==> config.mk <==
export PLATFORM = sky130hd
export DESIGN_NAME = i3c_target_frontend
export DESIGN_NICKNAME = d
export VERILOG_FILES = /design/src/i3c_target_pkg.sv /design/src/i3c_addr_receiver.sv /design/src/i3c_bus_monitor.sv /design/src/i3c_rx_event_queue.sv /design/src/i3c_target_frontend.sv
export SDC_FILE = /design/constraint.sdc
export NUM_CORES = 1
export LEC_CHECK = 0
export CORE_ASPECT_RATIO = 0.8
export CORE_MARGIN = 2
export CORE_UTILIZATION = 32
export CTS_BUF_LIST = sky130_fd_sc_hd__clkbuf_2 sky130_fd_sc_hd__clkbuf_4 sky130_fd_sc_hd__clkbuf_8
export DETAILED_ROUTE_END_ITERATION = 7
export DONT_BUFFER_PORTS = 1
export HOLD_SLACK_MARGIN = 0.06
export PLACE_DENSITY_LB_ADDON = 0.15
export REMOVE_ABC_BUFFERS = 1
export SLEW_MARGIN = 20
export SYNTH_ARGS = -nofsm -noshare
export SYNTH_HDL_FRONTEND = slang
export SYNTH_SLANG_ARGS = --single-unit
==> constraint.sdc <==
create_clock -name clk_i -period 2.15 [get_ports clk_i]
set_input_delay 0.3225 -clock clk_i [delete_from_list [all_inputs] [get_ports clk_i]]
set_output_delay 0.3225 -clock clk_i [all_outputs]
set_load 0.1 [all_outputs]
==> src/i3c_target_pkg.sv <==
// *************************************************************************
// I3C target front end shared definitions
// Bus framing constants, synchronizer depth, event queue sizing and the
// address event carried from the receiver to the host queue
// *************************************************************************
`default_nettype none

package i3c_target_pkg;

  // Address and byte framing
  localparam int unsigned AddrWidth = 7;
  localparam int unsigned ByteWidth = 8;

  // Every I3C target answers the broadcast address
  localparam logic [AddrWidth-1:0] BroadcastAddr = 7'h7E;

  // Flops on SCL and SDA before edge detection
  localparam int unsigned SyncStages = 2;

  // Entries in the receive event queue, sized to the fill count
  localparam logic [2:0] EventQueueDepth = 3'd4;

  // Saturating dropped-event counter
  localparam int unsigned EventCntWidth = 8;

  // One queue entry
  // Address in the upper bits of addr_byte, RnW in bit 0
  typedef struct packed {
    logic [ByteWidth-1:0] addr_byte;
    logic                 match;
  } addr_event_t;

endpackage

`default_nettype wire

==> src/i3c_addr_receiver.sv <==
// *************************************************************************
// I3C/I2C address receiver
// Shifts in the address byte after each START, checks it against the
// static and broadcast addresses and drives the open-drain ACK
// *************************************************************************
`timescale 1ns/100ps
`default_nettype none

module i3c_addr_receiver (
  input  logic                                 clk_i,
  input  logic                                 rst_n_i,
  input  logic                                 start_i,
  input  logic                                 rstart_i,
  input  logic                                 stop_i,
  input  logic                                 scl_posedge_i,
  input  logic                                 scl_negedge_i,
  input  logic                                 sda_value_i,
  input  logic                                 ack_en_i,
  input  logic [i3c_target_pkg::AddrWidth-1:0] static_addr_i,
  output logic                                 sda_o,
  output logic                                 bus_addr_valid_o,
  output logic                                 event_valid_o,
  output logic [i3c_target_pkg::ByteWidth-1:0] bus_addr_o,
  output i3c_target_pkg::addr_event_t          event_data_o
);
  import i3c_target_pkg::*;

  logic                         armed;
  logic [$clog2(ByteWidth)-1:0] bit_cnt;
  logic [ByteWidth-1:0]         shift_q;
  logic [ByteWidth-1:0]         shift_next;
  logic                         last_bit;
  logic                         addr_match;
  logic                         ack_pending;
  logic                         ack_drive;

  // MSB first on the bus
  assign shift_next = {shift_q[ByteWidth-2:0], sda_value_i};
  assign last_bit   = &bit_cnt;
  assign addr_match = (shift_next[ByteWidth-1:1] == static_addr_i) ||
                      (shift_next[ByteWidth-1:1] == BroadcastAddr);

  always_ff @(posedge clk_i) begin
    if (!rst_n_i) begin
      armed            <= 1'b0;
      bit_cnt          <= '0;
      ack_pending      <= 1'b0;
      ack_drive        <= 1'b0;
      bus_addr_valid_o <= 1'b0;
      event_valid_o    <= 1'b0;
    end else begin
      bus_addr_valid_o <= 1'b0;
      event_valid_o    <= 1'b0;
      if (stop_i) begin
        armed       <= 1'b0;
        ack_pending <= 1'b0;
        ack_drive   <= 1'b0;
      end else if (start_i || rstart_i) begin
        armed       <= 1'b1;
        bit_cnt     <= '0;
        ack_pending <= 1'b0;
        ack_drive   <= 1'b0;
      end else begin
        if (armed && scl_posedge_i) begin
          bit_cnt <= bit_cnt + 1'b1;
          if (last_bit) begin
            // Only the first byte of a transfer is an address
            armed            <= 1'b0;
            bus_addr_valid_o <= 1'b1;
            event_valid_o    <= 1'b1;
            ack_pending      <= addr_match & ack_en_i;
          end
        end
        // ACK slot spans the 9th SCL low and high phase
        if (scl_negedge_i) begin
          if (ack_pending) begin
            ack_pending <= 1'b0;
            ack_drive   <= 1'b1;
          end else begin
            ack_drive <= 1'b0;
          end
        end
      end
    end
  end

  always_ff @(posedge clk_i) begin
    if (armed && scl_posedge_i) begin
      shift_q <= shift_next;
      if (last_bit) begin
        bus_addr_o             <= shift_next;
        event_data_o.addr_byte <= shift_next;
        event_data_o.match     <= addr_match;
      end
    end
  end

  // Open drain, only ever pulls low
  assign sda_o = ~ack_drive;

  ack_on_match_a: assert property (@(posedge clk_i) disable iff (!rst_n_i)
    $fell(sda_o) |-> $past(scl_negedge_i) && event_data_o.match && !armed);

endmodule

`default_nettype wire

==> src/i3c_bus_monitor.sv <==
// *************************************************************************
// I3C/I2C bus monitor
// Synchronizes SCL and SDA and flags START, repeated START, STOP and
// SCL edges as single-cycle pulses
// *************************************************************************
`timescale 1ns/100ps
`default_nettype none

module i3c_bus_monitor (
  input  logic clk_i,
  input  logic rst_n_i,
  input  logic scl_i,
  input  logic sda_i,
  output logic start_o,
  output logic rstart_o,
  output logic stop_o,
  output logic scl_posedge_o,
  output logic scl_negedge_o,
  output logic sda_value_o,
  output logic xfer_active_o
);
  import i3c_target_pkg::*;

  logic [SyncStages-1:0] scl_sync;
  logic [SyncStages-1:0] sda_sync;
  logic                  scl_cur;
  logic                  sda_cur;
  logic                  scl_prev;
  logic                  sda_prev;
  logic                  scl_high;
  logic                  start_cond;
  logic                  stop_cond;
  logic                  xfer_active;

  // Idle bus is high, so the chain resets to ones
  always_ff @(posedge clk_i) begin
    if (!rst_n_i) begin
      scl_sync <= '1;
      sda_sync <= '1;
    end else begin
      scl_sync <= {scl_sync[SyncStages-2:0], scl_i};
      sda_sync <= {sda_sync[SyncStages-2:0], sda_i};
    end
  end

  assign scl_cur = scl_sync[SyncStages-1];
  assign sda_cur = sda_sync[SyncStages-1];

  // SCL high over both samples, so an SDA move is a bus condition
  assign scl_high   = scl_cur & scl_prev;
  assign start_cond = scl_high & sda_prev & ~sda_cur;
  assign stop_cond  = scl_high & ~sda_prev & sda_cur;

  always_ff @(posedge clk_i) begin
    if (!rst_n_i) begin
      scl_prev      <= 1'b1;
      sda_prev      <= 1'b1;
      start_o       <= 1'b0;
      rstart_o      <= 1'b0;
      stop_o        <= 1'b0;
      scl_posedge_o <= 1'b0;
      scl_negedge_o <= 1'b0;
      xfer_active   <= 1'b0;
    end else begin
      scl_prev      <= scl_cur;
      sda_prev      <= sda_cur;
      start_o       <= start_cond & ~xfer_active;
      rstart_o      <= start_cond & xfer_active;
      stop_o        <= stop_cond;
      scl_posedge_o <= scl_cur & ~scl_prev;
      scl_negedge_o <= ~scl_cur & scl_prev;
      if (start_cond) begin
        xfer_active <= 1'b1;
      end else if (stop_cond) begin
        xfer_active <= 1'b0;
      end
    end
  end

  // Edge register doubles as the sampled SDA level
  assign sda_value_o   = sda_prev;
  assign xfer_active_o = xfer_active;

  start_stop_excl_a: assert property (@(posedge clk_i) disable iff (!rst_n_i)
    !(start_o && stop_o));

  rstart_in_xfer_a: assert property (@(posedge clk_i) disable iff (!rst_n_i)
    rstart_o |-> xfer_active && $past(xfer_active));

endmodule

`default_nettype wire

==> src/i3c_rx_event_queue.sv <==
// *************************************************************************
// Receive event queue
// Small circular FIFO of address events towards the host, with a
// saturating count of events dropped while full
// *************************************************************************
`timescale 1ns/100ps
`default_nettype none

module i3c_rx_event_queue (
  input  logic                                     clk_i,
  input  logic                                     rst_n_i,
  input  logic                                     event_valid_i,
  input  i3c_target_pkg::addr_event_t              event_data_i,
  input  logic                                     rx_desc_wready_i,
  output logic                                     rx_desc_wvalid_o,
  output i3c_target_pkg::addr_event_t              rx_desc_wdata_o,
  output logic [i3c_target_pkg::EventCntWidth-1:0] dropped_cnt_o
);
  import i3c_target_pkg::*;

  addr_event_t                        mem [EventQueueDepth];
  logic [$clog2(EventQueueDepth)-1:0] wr_ptr;
  logic [$clog2(EventQueueDepth)-1:0] rd_ptr;
  logic [$bits(EventQueueDepth)-1:0]  fill;
  logic                               full;
  logic                               push;
  logic                               pop;

  assign full = (fill == EventQueueDepth);
  assign pop  = rx_desc_wvalid_o & rx_desc_wready_i;
  // A full queue still takes a write when an entry leaves
  assign push = event_valid_i & (~full | pop);

  always_ff @(posedge clk_i) begin
    if (!rst_n_i) begin
      wr_ptr        <= '0;
      rd_ptr        <= '0;
      fill          <= '0;
      dropped_cnt_o <= '0;
    end else begin
      if (push) wr_ptr <= wr_ptr + 1'b1;
      if (pop) rd_ptr <= rd_ptr + 1'b1;
      if (push && !pop) begin
        fill <= fill + 1'b1;
      end else if (pop && !push) begin
        fill <= fill - 1'b1;
      end
      if (event_valid_i && !push && !(&dropped_cnt_o)) begin
        dropped_cnt_o <= dropped_cnt_o + 1'b1;
      end
    end
  end

  always_ff @(posedge clk_i) begin
    if (push) mem[wr_ptr] <= event_data_i;
  end

  assign rx_desc_wvalid_o = (fill != '0);
  assign rx_desc_wdata_o  = mem[rd_ptr];

  fill_bound_a: assert property (@(posedge clk_i) disable iff (!rst_n_i)
    fill <= EventQueueDepth);

  wdata_hold_a: assert property (@(posedge clk_i) disable iff (!rst_n_i)
    rx_desc_wvalid_o && !rx_desc_wready_i |=> rx_desc_wvalid_o && $stable(rx_desc_wdata_o));

endmodule

`default_nettype wire

==> src/i3c_target_frontend.sv <==
// *************************************************************************
// I3C target front end top level
// Bus monitor, address receiver and receive event queue
// *************************************************************************
`timescale 1ns/100ps
`default_nettype none

module i3c_target_frontend (
  input  logic                                     clk_i,
  input  logic                                     rst_n_i,
  input  logic                                     scl_i,
  input  logic                                     sda_i,
  input  logic                                     ack_en_i,
  input  logic                                     rx_desc_wready_i,
  input  logic [i3c_target_pkg::AddrWidth-1:0]     static_addr_i,
  output logic                                     sda_o,
  output logic                                     bus_start_o,
  output logic                                     bus_rstart_o,
  output logic                                     bus_stop_o,
  output logic                                     bus_scl_posedge_o,
  output logic                                     bus_addr_valid_o,
  output logic                                     rx_desc_wvalid_o,
  output logic [i3c_target_pkg::ByteWidth-1:0]     bus_addr_o,
  output i3c_target_pkg::addr_event_t              rx_desc_wdata_o,
  output logic [i3c_target_pkg::EventCntWidth-1:0] dropped_cnt_o
);
  import i3c_target_pkg::*;

  logic        scl_negedge;
  logic        sda_value;
  logic        event_valid;
  addr_event_t event_data;

  i3c_bus_monitor u_bus_monitor (
    .clk_i         (clk_i),
    .rst_n_i       (rst_n_i),
    .scl_i         (scl_i),
    .sda_i         (sda_i),
    .start_o       (bus_start_o),
    .rstart_o      (bus_rstart_o),
    .stop_o        (bus_stop_o),
    .scl_posedge_o (bus_scl_posedge_o),
    .scl_negedge_o (scl_negedge),
    .sda_value_o   (sda_value),
    .xfer_active_o ()
  );

  i3c_addr_receiver u_addr_receiver (
    .clk_i            (clk_i),
    .rst_n_i          (rst_n_i),
    .start_i          (bus_start_o),
    .rstart_i         (bus_rstart_o),
    .stop_i           (bus_stop_o),
    .scl_posedge_i    (bus_scl_posedge_o),
    .scl_negedge_i    (scl_negedge),
    .sda_value_i      (sda_value),
    .ack_en_i         (ack_en_i),
    .static_addr_i    (static_addr_i),
    .sda_o            (sda_o),
    .bus_addr_valid_o (bus_addr_valid_o),
    .event_valid_o    (event_valid),
    .bus_addr_o       (bus_addr_o),
    .event_data_o     (event_data)
  );

  i3c_rx_event_queue u_rx_event_queue (
    .clk_i            (clk_i),
    .rst_n_i          (rst_n_i),
    .event_valid_i    (event_valid),
    .event_data_i     (event_data),
    .rx_desc_wready_i (rx_desc_wready_i),
    .rx_desc_wvalid_o (rx_desc_wvalid_o),
    .rx_desc_wdata_o  (rx_desc_wdata_o),
    .dropped_cnt_o    (dropped_cnt_o)
  );

endmodule

`default_nettype wire

## Word level (Yosys, flattened, before mapping)

Memory sizes are Yosys's and may differ from the RTL's. A register that Yosys moved wholly into a read port is not among the register bits.
Index checks and enable logic that the tools add are counted.

- Word-level logic and storage cells: 97
- Memories: 1
- Memory bits (writable): 36
- Register bits: 50
- Output and inout bits: 32

Memory list:

| name | words | width | rd ports | clocked after Yosys merged registers in | write ports | RTL line | text |
|---|---|---|---|---|---|---|---|
| u_rx_event_queue.mem | 4 | 9 | 1 | 1 | 1 | i3c_rx_event_queue.sv:21 | `addr_event_t mem [EventQueueDepth];` |

- Add/subtract/negate cells: 6
- Reductions and logical operators: 23
- Bitwise logic cells: 23
- Equality and inequality tests: 3
- Muxes and demuxes: 19

Operators with widths:

| cell | number |
|---|---|
| 1-bit two-way mux | 13 |
| 1-bit AND | 12 |
| 3-bit two-way mux | 4 |
| 1-bit NOT | 10 |
| 8-bit by 1-bit adder with 8-bit output, second input constant | 1 |
| 8-bit AND reduction | 1 |
| 2-bit nonzero test | 4 |
| 7-bit equality test | 1 |
| 7-bit equality test, second input constant | 1 |
| 3-bit by 1-bit adder with 3-bit output, second input constant | 2 |
| 1-bit logical AND | 5 |
| 2-bit by 1-bit adder with 2-bit output, second input constant | 2 |
| 2-bit two-way mux | 2 |
| 2-bit AND reduction | 2 |
| 4-bit AND reduction | 1 |
| 4-bit OR reduction | 1 |
| 3-bit equality test, second input constant | 1 |
| 1-bit zero test | 3 |
| 3-bit AND reduction | 1 |
| 3-bit nonzero test | 1 |
| 3-bit OR reduction | 1 |
| 3-bit by 1-bit subtractor with 3-bit output, second input constant | 1 |
| 1-bit logical OR | 2 |
| 2-bit OR reduction | 1 |
| 1-bit bitwise OR | 1 |

## Logic depth before layout (Yosys ltp)

Gate-level depths: netlist of the first run.

- Word-level depth: 8
- Depth in mapped cells: 9
- Gate-level depth less buffers: 8

## Modules after synthesis

A second synthesis of the first run with hierarchy kept.

- Cell total of the unflattened synthesis: 239
- Area total of the unflattened synthesis: 3478.3 um2

Modules (own cells, without submodules):

| module | instances | cells each | area an instance (um2) |
|---|---|---|---|
| i3c_rx_event_queue | 1 | 135 | 2135.8 |
| i3c_addr_receiver | 1 | 73 | 982.2 |
| i3c_bus_monitor | 1 | 31 | 360.3 |

## Worst setup path after synthesis of the first run

No wires, ideal clock.

- Path type: reg2reg
- Start: register u_addr_receiver.bus_addr_valid_o (netlist name)
- End: register u_rx_event_queue.fill[2]
- Stages on the path, launching flop included: 9
- Period minus slack after synthesis: 2727 ps
- Path slack: -577 ps
- Library setup time: 71 ps
- Path buffers: 1
- Arrival time: 2656 ps
- Data required time: 2079 ps
- Cell sequence: dfxtp_1 -> and2b_2 -> clkbuf_1 -> ha_1 -> inv_1 -> fa_1 -> xor2_1 -> or3_1 -> a21oi_1

RTL lines:

| element | RTL line | text |
|---|---|---|
| end signal, assigned | i3c_rx_event_queue.sv:44 | `fill <= fill + 1'b1;` |
| end signal, assigned | i3c_rx_event_queue.sv:46 | `fill <= fill - 1'b1;` |
| end, declared | i3c_rx_event_queue.sv:24 | `logic [$bits(EventQueueDepth)-1:0] fill;` |

## Worst setup path in the final report of the first run

- Start: register u_rx_event_queue.fill[0]
- End: register u_rx_event_queue.fill[2]

- Word-level cells in the longest chain between the ends: 7

Ends and longest elaborated chain:

| element | RTL line | text |
|---|---|---|
| 3-bit nonzero test / 3-bit equality test (equally long branches) | i3c_rx_event_queue.sv:58, i3c_rx_event_queue.sv:29 |  |
| 1-bit AND / 1-bit NOT (equally long branches) | i3c_rx_event_queue.sv:30, i3c_rx_event_queue.sv:32 |  |
| 1-bit bitwise OR | i3c_rx_event_queue.sv:32 | `assign push = event_valid_i & (~full \| pop);` |
| 1-bit AND | i3c_rx_event_queue.sv:32 |  |
| 1-bit zero test | i3c_rx_event_queue.sv:45 | `end else if (pop && !push) begin` |
| 1-bit logical AND | i3c_rx_event_queue.sv:45 |  |
| 2-bit nonzero test (no line) | n/a |  |

Several ways; a longest one is shown, not always the timed one. The select of a mux whose other input is x is not followed.
A chain may end at the register's enable or synchronous reset.

==> results of run 1 <==
-- sequential cells by signal, indices dropped and copies added (netlist names), 2 cells and up, named ones only --
| register | cells |
|---|---|
| u_addr_receiver.shift_q | 7 |
| u_addr_receiver.bit_cnt | 3 |
| u_rx_event_queue.fill | 3 |
| u_addr_receiver.bus_addr_o | 8 |
| u_rx_event_queue.rd_ptr | 2 |
| u_rx_event_queue.mem | 36 |
| u_rx_event_queue.wr_ptr | 2 |
| u_rx_event_queue.dropped_cnt_o | 8 |
| u_bus_monitor.scl_sync | 2 |
| u_bus_monitor.sda_sync | 2 |
-- logic make-up (layout without fill, tap and decap cells) --
family	Yosys count	count (layout)	synth area share
flip-flops	88	88	0.665
AND/OR/NAND/NOR	69	69	0.110
AO/OA/AOI/OAI	24	24	0.0452
buffers and inverters	21	56	0.0321
XOR/XNOR	15	15	0.0383
multiplexers	14	14	0.0737
adder cells (fa/ha/maj)	9	9	0.0350
-- Yosys cell counts (6+ instances only) --
cell type / n
buf_4: 8
dfxtp_1: 36
edfxtp_1: 52
ha_1: 8
inv_1: 7
mux4_2: 9
nand2_1: 9
nand2b_1: 6
nor2_1: 22
o21ai_0: 7
xor2_1: 11
-- critical path, cell delays in order, from the launching register on --
cell and delay [ns]:
dfxtp_1 0.33, or3_4 0.39, nand2_2 0.09, ha_1 0.16
inv_1 0.05, fa_1 0.37, xor2_1 0.16, or3_1 0.30
a21oi_1 0.13
-- routing by layer --
| metal | global-route usage | wire, um | vias to the layer above |
|---|---|---|---|
| met5 | 0 | 0 | - |
| met4 | 0.0441 | 85 | 0 |
| met3 | 0.0522 | 414 | 9 |
| met2 | 0.182 | 2630 | 34 |
| met1 | 0.146 | 2870 | 887 |
| li1 | - | - | 938 |
-- worst paths after layout --
path | depth (start not counted) | slack (ns) | start | endpoint
min reg2reg | 1 | 0.41 | u_bus_monitor.scl_sync[0]$_SDFF_PN1_ | u_bus_monitor.scl_sync[1]$_SDFF_PN1_
max reg2reg | 8 | 0.11 | u_rx_event_queue.fill[0]$_SDFFE_PN0P_ | u_rx_event_queue.fill[2]$_SDFFE_PN0P_
max | 8 | 0.11 | u_rx_event_queue.fill[0]$_SDFFE_PN0P_ | u_rx_event_queue.fill[2]$_SDFFE_PN0P_
min | 1 | 0.1 | rst_n_i | u_bus_monitor.xfer_active_o$_SDFFE_PN0P_
-- stage by stage --
| stage | hold WS, ns | power [W] | instance area, um2 |
|---|---|---|---|
| after floorplan | 0.386 | 0.00276 | 3350 |
| after global placement | 0.390 | 0.00292 | 3750 |
| after detailed placement | 0.400 | 0.00293 | 3750 |
| after CTS | 0.0734 | 0.00398 | 3960 |
| after global routing | 0.0912 | 0.00413 | 3960 |
| final | 0.0953 | 0.00393 | 3960 |
-- power by group through the flow --
stage	sequential [W]	combinational [W]	clock, W
2_1_floorplan	0.00195	0.000809	0
3_3_place_gp	0.00189	0.00103	0
3_5_place_dp	0.00190	0.00103	0
4_1_cts	0.00186	0.00106	0.00106
5_1_grt	0.00187	0.00111	0.00115
6_report	0.00186	0.00105	0.00101
-- layout make-up --
cell class | count | area share
well taps | 140 | 0.0443
repair buffers | 33 | 0.0645
inverters | 7 | 0.00664
flip-flops and latches | 88 | 0.577
clock inverters | 6 | 0.0111
multi-input cells | 131 | 0.264
clock buffers | 10 | 0.0332
-- what timing repair did --
action	in CTS	in global routing
hold endpoints to repair	7	0
setup endpoints to repair	1	2
pin swaps	0	1
hold buffers	3	0
gates resized for setup	2	0
==> flow_summary.ini, run 1 <==
[pwr]
p_sw_w = 0.00136
p_comb_frac = 0.268
internal_power_w = 0.00256
p_clk_frac = 0.258
power_density_mw_per_mm2 = 992
seq_power_share = 0.474
ir_drop_mv = 0.447
total_leakage_power_nw = 1.40
swShare = 0.348

[synth]
synth_edf_count = 52
syn_area_mm2 = 0.00343
synth_top_area_frac = 0.455
seq_area_frac_synth = 0.665
ys_warn_count = 0
synthArstFlopShare = 0
yosysTopAreaCell = edfxtp_1
ys_ff_latch = 88
synth_area_leaders = edfxtp_1 46%, dfxtp_1 21%, mux4_2 5.9%, ha_1 2.9%, xor2_1 2.8%
synth_cells = 240
ys_types = 40
avgSynthCellArea_um2 = 14.3
ys_dominant_reg_cell = edfxtp_1

[floorplan]
dieArea_mm2 = 0.0116
ios = 45
core_mm2 = 0.0103
dieHeight_um = 96.6
die_x_um = 120
rows = 33
start_util = 0.332

[clocking]
cts.clk_slew.worst_paths_ns = 0.08
cts_root_buf = clkbuf_8
tritoncts.num_buffers = 9
cts_max_level = 3
cts_tree = done
clk_latency_ns = 0.36
clock-sinks = 88
post_cts_buffers = 0
clockBufferDepth = 2

[grt]
antenna_found_initial = 0
grt_usage = 0.117
grt_pass1_wl_um = 10100
grt_max_degree = 21
first_global_vias = 2013
overflow = 0

[setup_path]
required_ns = 2.43
cp.arrival_ns = 2.32
start_kind = flip-flop
crit_type = reg2reg
path_max_fanout = 2
crit_path_end_kind = flip-flop

[worst_hold_path]
hp-class = in2reg

[final_layout]
drive_gt1_frac = 0.218
diodes = 0
nets = 292
final_common_cell = edfxtp_1
final-seq-area_mm2 = 0.00228
area_growth_pct = 15.4
fin_util = 0.383
fillCellCount = 994
multiInputGateArea_mm2 = 0.00104
final_cell_mix = 52 x edfxtp_1, 36 x dfxtp_1, 30 x buf_4
fin_cells = 415

[route]
avgRoutedWirePerCell_um = 14.4
dr.pass1.iters = 4
via_per_inst = 4.50
drc = 0
vias = 1868
routed_wl_um = 6000
drtIter0Drc = 164
antenna_left = 0

[placed_design]
hpwl_um = 4280
place_congestion = 0.745
pre_cts_ws_ns = -0.0147
port_buffers = 0
placed_cells = 396

[sta]
skew_ns = 0.0110
timing_hold_violations_final = 0
period_needed_ns = 2.04
timing.max_slew.rel_slack = 0.546
setup_ws_ns = 0.107
worst_pin_slew_ns = 0.680
setup_viol = 0
final.period_utilization = 0.950
rsz0062_at_grt = false
finalSetupTns_ns = 0
final_max_slew_viol_count = 0
max_freq_ghz = 0.489

[run_status]
status = complete, no violations

[job]
drv_cap = 0
Note: power is estimated with default switching activity, not from simulation.
==> run 2, diff against run 1 <==
SYNTH_HIERARCHICAL = 1   (was unset)
==> run 2 against run 1 <==
  * Clock skew decreased by 0.0052 ns
  * First-iteration DRC count shrank 21%
  * Largest cell class unchanged
  * Combinational power hardly changed
  * Maximum frequency increased by 0.71%
  * Die area rose by 1.4%
  * Clock power increased by 16%
  * Core utilization is 0.48 points lower
  * Via count grew 2.3%
  * Register-to-register slack improved by 0.02 ns
  * Worst hold slack better by 0.0018 ns
==> flow_summary.ini, run 2 <==
[grt]
antenna_found_initial = 0
first_global_vias = 1953
grt_usage = 0.115
grt_max_degree = 19
grt_pass1_wl_um = 10200
overflow = 0

[synth]
synthArstFlopShare = 0
synth_area_leaders = edfxtp_1 45%, dfxtp_1 21%, mux4_2 5.8%, ha_1 2.9%, xor2_1 2.5%
synthSimpleGateAreaFrac = 0.109
synth.area.mux_share = 0.0755
synth_top_family_by_area = simple AND/OR/NAND/NOR gates
ys_dominant_reg_cell = edfxtp_1
synth_edf_count = 52
synth_cells = 239
synth_xor_area_frac = 0.0353
ys_ff_latch = 88
ys_types = 48
yosysTopAreaCell = edfxtp_1
ys_warn_count = 6
syn_area_mm2 = 0.00348
synthAdderAreaFrac = 0.0345
synth-compound-area-share = 0.0543
synth_common_cells = 52 x edfxtp_1, 36 x dfxtp_1, 17 x nor2_1
synth_top_area_frac = 0.449
seq_area_frac_synth = 0.656
avgSynthCellArea_um2 = 14.6
synth.most_common_cell = edfxtp_1

[route]
antenna_left = 0
routed_wl_um = 6130
drc = 0
drtIter0Drc = 130
avgRoutedWirePerCell_um = 14.6
vias = 1911
dr.pass1.iters = 4
route.met3.wl_um = 313
top_layer = met4
met2_length_um = 2830
wl_met1_um = 2940
via_per_inst = 4.54

[clocking]
clk_latency_ns = 0.35
cts.clk_slew.worst_paths_ns = 0.09
clock-sinks = 88
clockBufferDepth = 2
cts_max_level = 3
cts_root_buf = clkbuf_8
tritoncts.num_buffers = 9
cts_tree = done

[setup_path]
required_ns = 1.83
critPathCapture = rx_desc_wdata_o[0]
r2r_end = u_rx_event_queue/fill[2]$_SDFFE_PN0P_
r2r_start = u_rx_event_queue/fill[1]$_SDFFE_PN0P_
crit_type = reg2out
path_cells = buf_4 > mux4_2
critPathSlowestCell = mux4_2
reg2reg_depth = 9
crit_path_end_kind = output pin
path_max_fanout = 9
start_kind = flip-flop
cp.arrival_ns = 1.71
rrSetupSlack_ns = 0.13
slowest_delay_ns = 0.81

[worst_hold_path]
hp-class = in2reg
whs_path_depth = 1

[sta]
timing_hold_violations_final = 0
period_needed_ns = 2.03
setup_viol = 0
final_max_slew_viol_count = 0
timing.max_slew.rel_slack = 0.639
final.period_utilization = 0.944
max_freq_ghz = 0.493
worst_pin_slew_ns = 0.537
skew_ns = 0.00575
setup_ws_ns = 0.121

[placed_design]
pre_cts_ws_ns = -0.00194
port_buffers = 0
place_congestion = 0.711
hpwl_um = 4240

[job]
drv_cap = 0

[final_layout]
fillCellCount = 1040
largest_register_ffs = 36
final_cell_mix = 52 x edfxtp_1, 36 x dfxtp_1, 32 x buf_4
final_common_cell = edfxtp_1
nets = 294
fin_util = 0.379
diodes = 0
reg_top3 = u_rx_event_queue/mem x36, u_addr_receiver/event_data_o x9, u_rx_event_queue/dropped_cnt_o x8
area_growth_pct = 16.7
drive_gt1_frac = 0.242
regMostFlops = u_rx_event_queue/mem

[floorplan]
rows = 34
dieHeight_um = 97.3
ios = 45
dieArea_mm2 = 0.0117
die_x_um = 121
core_mm2 = 0.0107
start_util = 0.324

[pwr]
total_leakage_power_nw = 1.44
ir_drop_mv = 0.329
power_density_mw_per_mm2 = 1010

[run_status]
status = complete, no violations
-- run 2: changes by cell type after synthesis, moves of 3 or more --
cell,before,now
inv_1,7,10
or2b_1,0,3
a211oi_1,3,0
nor2_1,22,17
nor2b_1,0,3
o21ai_0,7,3
-- run 2: cells by family after synthesis --
kind of cell | count (synthesis)
compound gates | 24
xor+xnor | 14
fa+ha+maj | 9
buf+inv | 23
flops | 88
mux | 15
simple gates | 66
-- run 2: area by class of cell --
cell class	instances	area [um2]	area share
Timing Repair Buffer	35	270	0.0666
Tap cell	144	180	0.0444
Inverter	10	37.5	0.00925
Clock buffer	10	131	0.0324
Clock inverter	6	73.8	0.0182
Sequential cell	88	2280	0.562
Multi-Input combinational cell	128	1080	0.267
-- run 2: critical path, delay by kind of cell, from the launching register on --
family	cells	cell delay, ns
buf+inv	1	0.21
flops	1	0.32
mux	1	0.81
-- run 2: what timing repair did --
action,4_1_cts,5_1_grt
hold endpoints to repair,3,0
hold buffers,3,0
resized for setup,2,2
pin swaps,0,3
endpoints found under the setup margin,1,1
cloned,0,0
buffers inserted,0,1
-- run 2: worst min-delay path by stage --
| stage | slack (ns) | from | to |
|---|---|---|---|
| 2_1_floorplan | 0.38 | u_bus_monitor/scl_sync[0]$_SDFF_PN1_ | u_bus_monitor/scl_sync[1]$_SDFF_PN1_ |
| 3_3_place_gp | 0.39 | u_bus_monitor/scl_sync[0]$_SDFF_PN1_ | u_bus_monitor/scl_sync[1]$_SDFF_PN1_ |
| 3_5_place_dp | 0.40 | u_bus_monitor/scl_sync[0]$_SDFF_PN1_ | u_bus_monitor/scl_sync[1]$_SDFF_PN1_ |
| 4_1_cts | 0.07 | rst_n_i | u_bus_monitor/sda_value_o$_SDFF_PN1_ |
| 5_1_grt | 0.07 | rst_n_i | u_addr_receiver/bit_cnt[0]$_SDFFE_PN0P_ |
| 6_report | 0.1 | rst_n_i | u_addr_receiver/bit_cnt[0]$_SDFFE_PN0P_ |
-- run 2: through the flow --
stage          std cells  instance area (um2)  setup TNS [ns]  hold slack, ns  power [W]
3_5_place_dp         401                 3810        -0.00194           0.397    0.00293
3_3_place_gp         401                 3810               0           0.394    0.00293
2_1_floorplan        226                 3390          -0.563           0.385    0.00276
6_report             421                 4060               0          0.0971    0.00409
5_1_grt              421                 4060       -0.000180          0.0677    0.00429
4_1_cts              420                 4050               0          0.0714    0.00414
-- run 2: metal layers --
metal,GRT usage,up-vias
met5,0,-
met4,0.0429,0
met3,0.0464,4
met2,0.173,34
met1,0.150,930
li1,-,943
-- run 2: power breakdown --
group | total, W | switching (W) | internal [W]
clock network | 0.00117 | 0.000598 | 0.000569
registers | 0.00186 | 0.0000401 | 0.00182
logic | 0.00106 | 0.000746 | 0.000312
==> run 3, diff against run 2 <==
PLACE_DENSITY = 0.56   (was unset)
PLACE_DENSITY_LB_ADDON = unset   (was 0.15)
==> run 3 against run 2 <==
  * Non-clock buffer count decreased by 1
  * Core utilization decreased by 0.19 points
  * Final area decreased by 0.49%
  * Clock-buffer cell count increased by 1
  * Combinational power about the same
  * Flip-flop and latch count unchanged
==> flow_summary.ini, run 3 (synthesis results as in run 2) <==
[pwr]
total_leakage_power_nw = 1.42
power_density_mw_per_mm2 = 986
ir_drop_mv = 0.427

[clocking]
cts_max_level = 3
post_cts_buffers = 0
tritoncts.num_buffers = 9
cts.clk_slew.worst_paths_ns = 0.09
clk_latency_ns = 0.35
clockBufferDepth = 2
clock-sinks = 88
cts_tree = done
cts_root_buf = clkbuf_8

[floorplan]
ios = 45
rows = 34
dieArea_mm2 = 0.0117
die_x_um = 121
start_util = 0.324
dieHeight_um = 97.3
core_mm2 = 0.0107

[sta]
timing_hold_violations_final = 0
skew_ns = 0.0109
setup_viol = 0
timing.max_slew.rel_slack = 0.644
rsz0062_at_grt = false
period_needed_ns = 2.07
final_max_slew_viol_count = 0
final.period_utilization = 0.961
max_freq_ghz = 0.484
worst_pin_slew_ns = 0.535
finalSetupTns_ns = 0

[setup_path]
crit_path_end_kind = flip-flop
path_cells = buf_4 > nor4b_4 > and2b_2 > ha_2 > inv_1 > fa_2 > xor2_1 > or3_1 > a21oi_2
cp.arrival_ns = 2.35
start_kind = flip-flop
crit_type = reg2reg
path_max_fanout = 3
critPathSlowestCell = dfxtp_1
required_ns = 2.43
rrSetupSlack_ns = 0.08
cp_num_buf_inv = 2
cp_top_family = simple AND/OR/NAND/NOR gates
slowest_delay_ns = 0.32

[final_layout]
nets = 293
fin_cells = 420
final_cell_mix = 52 x edfxtp_1, 36 x dfxtp_1, 31 x buf_4
final_common_cell = edfxtp_1
area_growth_pct = 16.1
drive_gt1_frac = 0.243
final-seq-area_mm2 = 0.00228
reg_top3 = u_rx_event_queue/mem x36, u_addr_receiver/event_data_o x9, u_rx_event_queue/dropped_cnt_o x8
largest_register_ffs = 36
diodes = 0
multiInputGateArea_mm2 = 0.00109
regMostFlops = u_rx_event_queue/mem
fillCellCount = 1050

[route]
avgRoutedWirePerCell_um = 14.5
routed_wl_um = 6100
antenna_left = 0
dr.pass1.iters = 4
via_per_inst = 4.50
drc = 0
vias = 1890
drtIter0Drc = 111

[grt]
grt_max_degree = 19
antenna_found_initial = 0
grt_pass1_wl_um = 9940
overflow = 0
grt_usage = 0.112
first_global_vias = 1992

[worst_hold_path]
hp-class = in2reg

[job]
drv_cap = 0

[run_status]
status = complete, no violations

[placed_design]
place_congestion = 0.731
hpwl_um = 4250
placed_cells = 401
port_buffers = 0
run 3: stage by stage:
stage	total power, W	setup slack, ns	hold WS [ns]	area (um2)	utilization
after CTS	0.00403	0.0270	0.0783	4030	0.376
after global routing	0.00417	0.00238	0.0675	4040	0.377
final	0.00398	0.0843	0.101	4040	0.377
after global placement	0.00292	0.0256	0.392	3810	0.355
after detailed placement	0.00294	0.00535	0.392	3810	0.355
after floorplan	0.00276	-0.428	0.385	3390	-
run 3: cell type report:
cell class	count	area share
Tap cell	144	0.0446
Clock inverter	5	0.0102
Inverter	10	0.00929
Multi-Input combinational cell	128	0.270
Timing Repair Buffer	34	0.0651
Clock buffer	11	0.0359
Sequential cell	88	0.565
run 3: what timing repair did:
item	in CTS	in global routing
setup endpoints to repair	1	1
hold endpoints to repair	3	0
gates resized for setup	3	2
hold buffers	3	0
pin swaps	0	1
run 3: report_power, final:
group	leakage, nW	internal, W	switching (W)
logic	0.567	0.000317	0.000753
clock network	0.0896	0.000472	0.000581
registers	0.759	0.00182	0.0000396
run 3: final timing paths:
path / from / to / depth (start not counted)
worst max-delay path: u_rx_event_queue/fill[0]$_SDFFE_PN0P_ / u_rx_event_queue/fill[2]$_SDFFE_PN0P_ / 9
worst min register to register: u_bus_monitor/scl_sync[0]$_SDFF_PN1_ / u_bus_monitor/scl_sync[1]$_SDFF_PN1_ / 1
worst max register to register: u_rx_event_queue/fill[0]$_SDFFE_PN0P_ / u_rx_event_queue/fill[2]$_SDFFE_PN0P_ / 9
worst min-delay path: rst_n_i / u_bus_monitor/sda_value_o$_SDFF_PN1_ / 1
run 3: per-layer routing:
layer	up-vias	track usage	wire length, um
li1	940	-	-
met1	900	0.137	2800
met2	42	0.172	2790
met3	8	0.0599	434
met4	0	0.0313	75
met5	-	0	0
run 3: worst register-to-register path, stage by stage, from the launching register on:
cell and delay [ns]:
dfxtp_1 0.32, buf_4 0.15, nor4b_4 0.30, and2b_2 0.27
ha_2 0.19, inv_1 0.08, fa_2 0.20, xor2_1 0.07
or3_1 0.32, a21oi_2 0.11
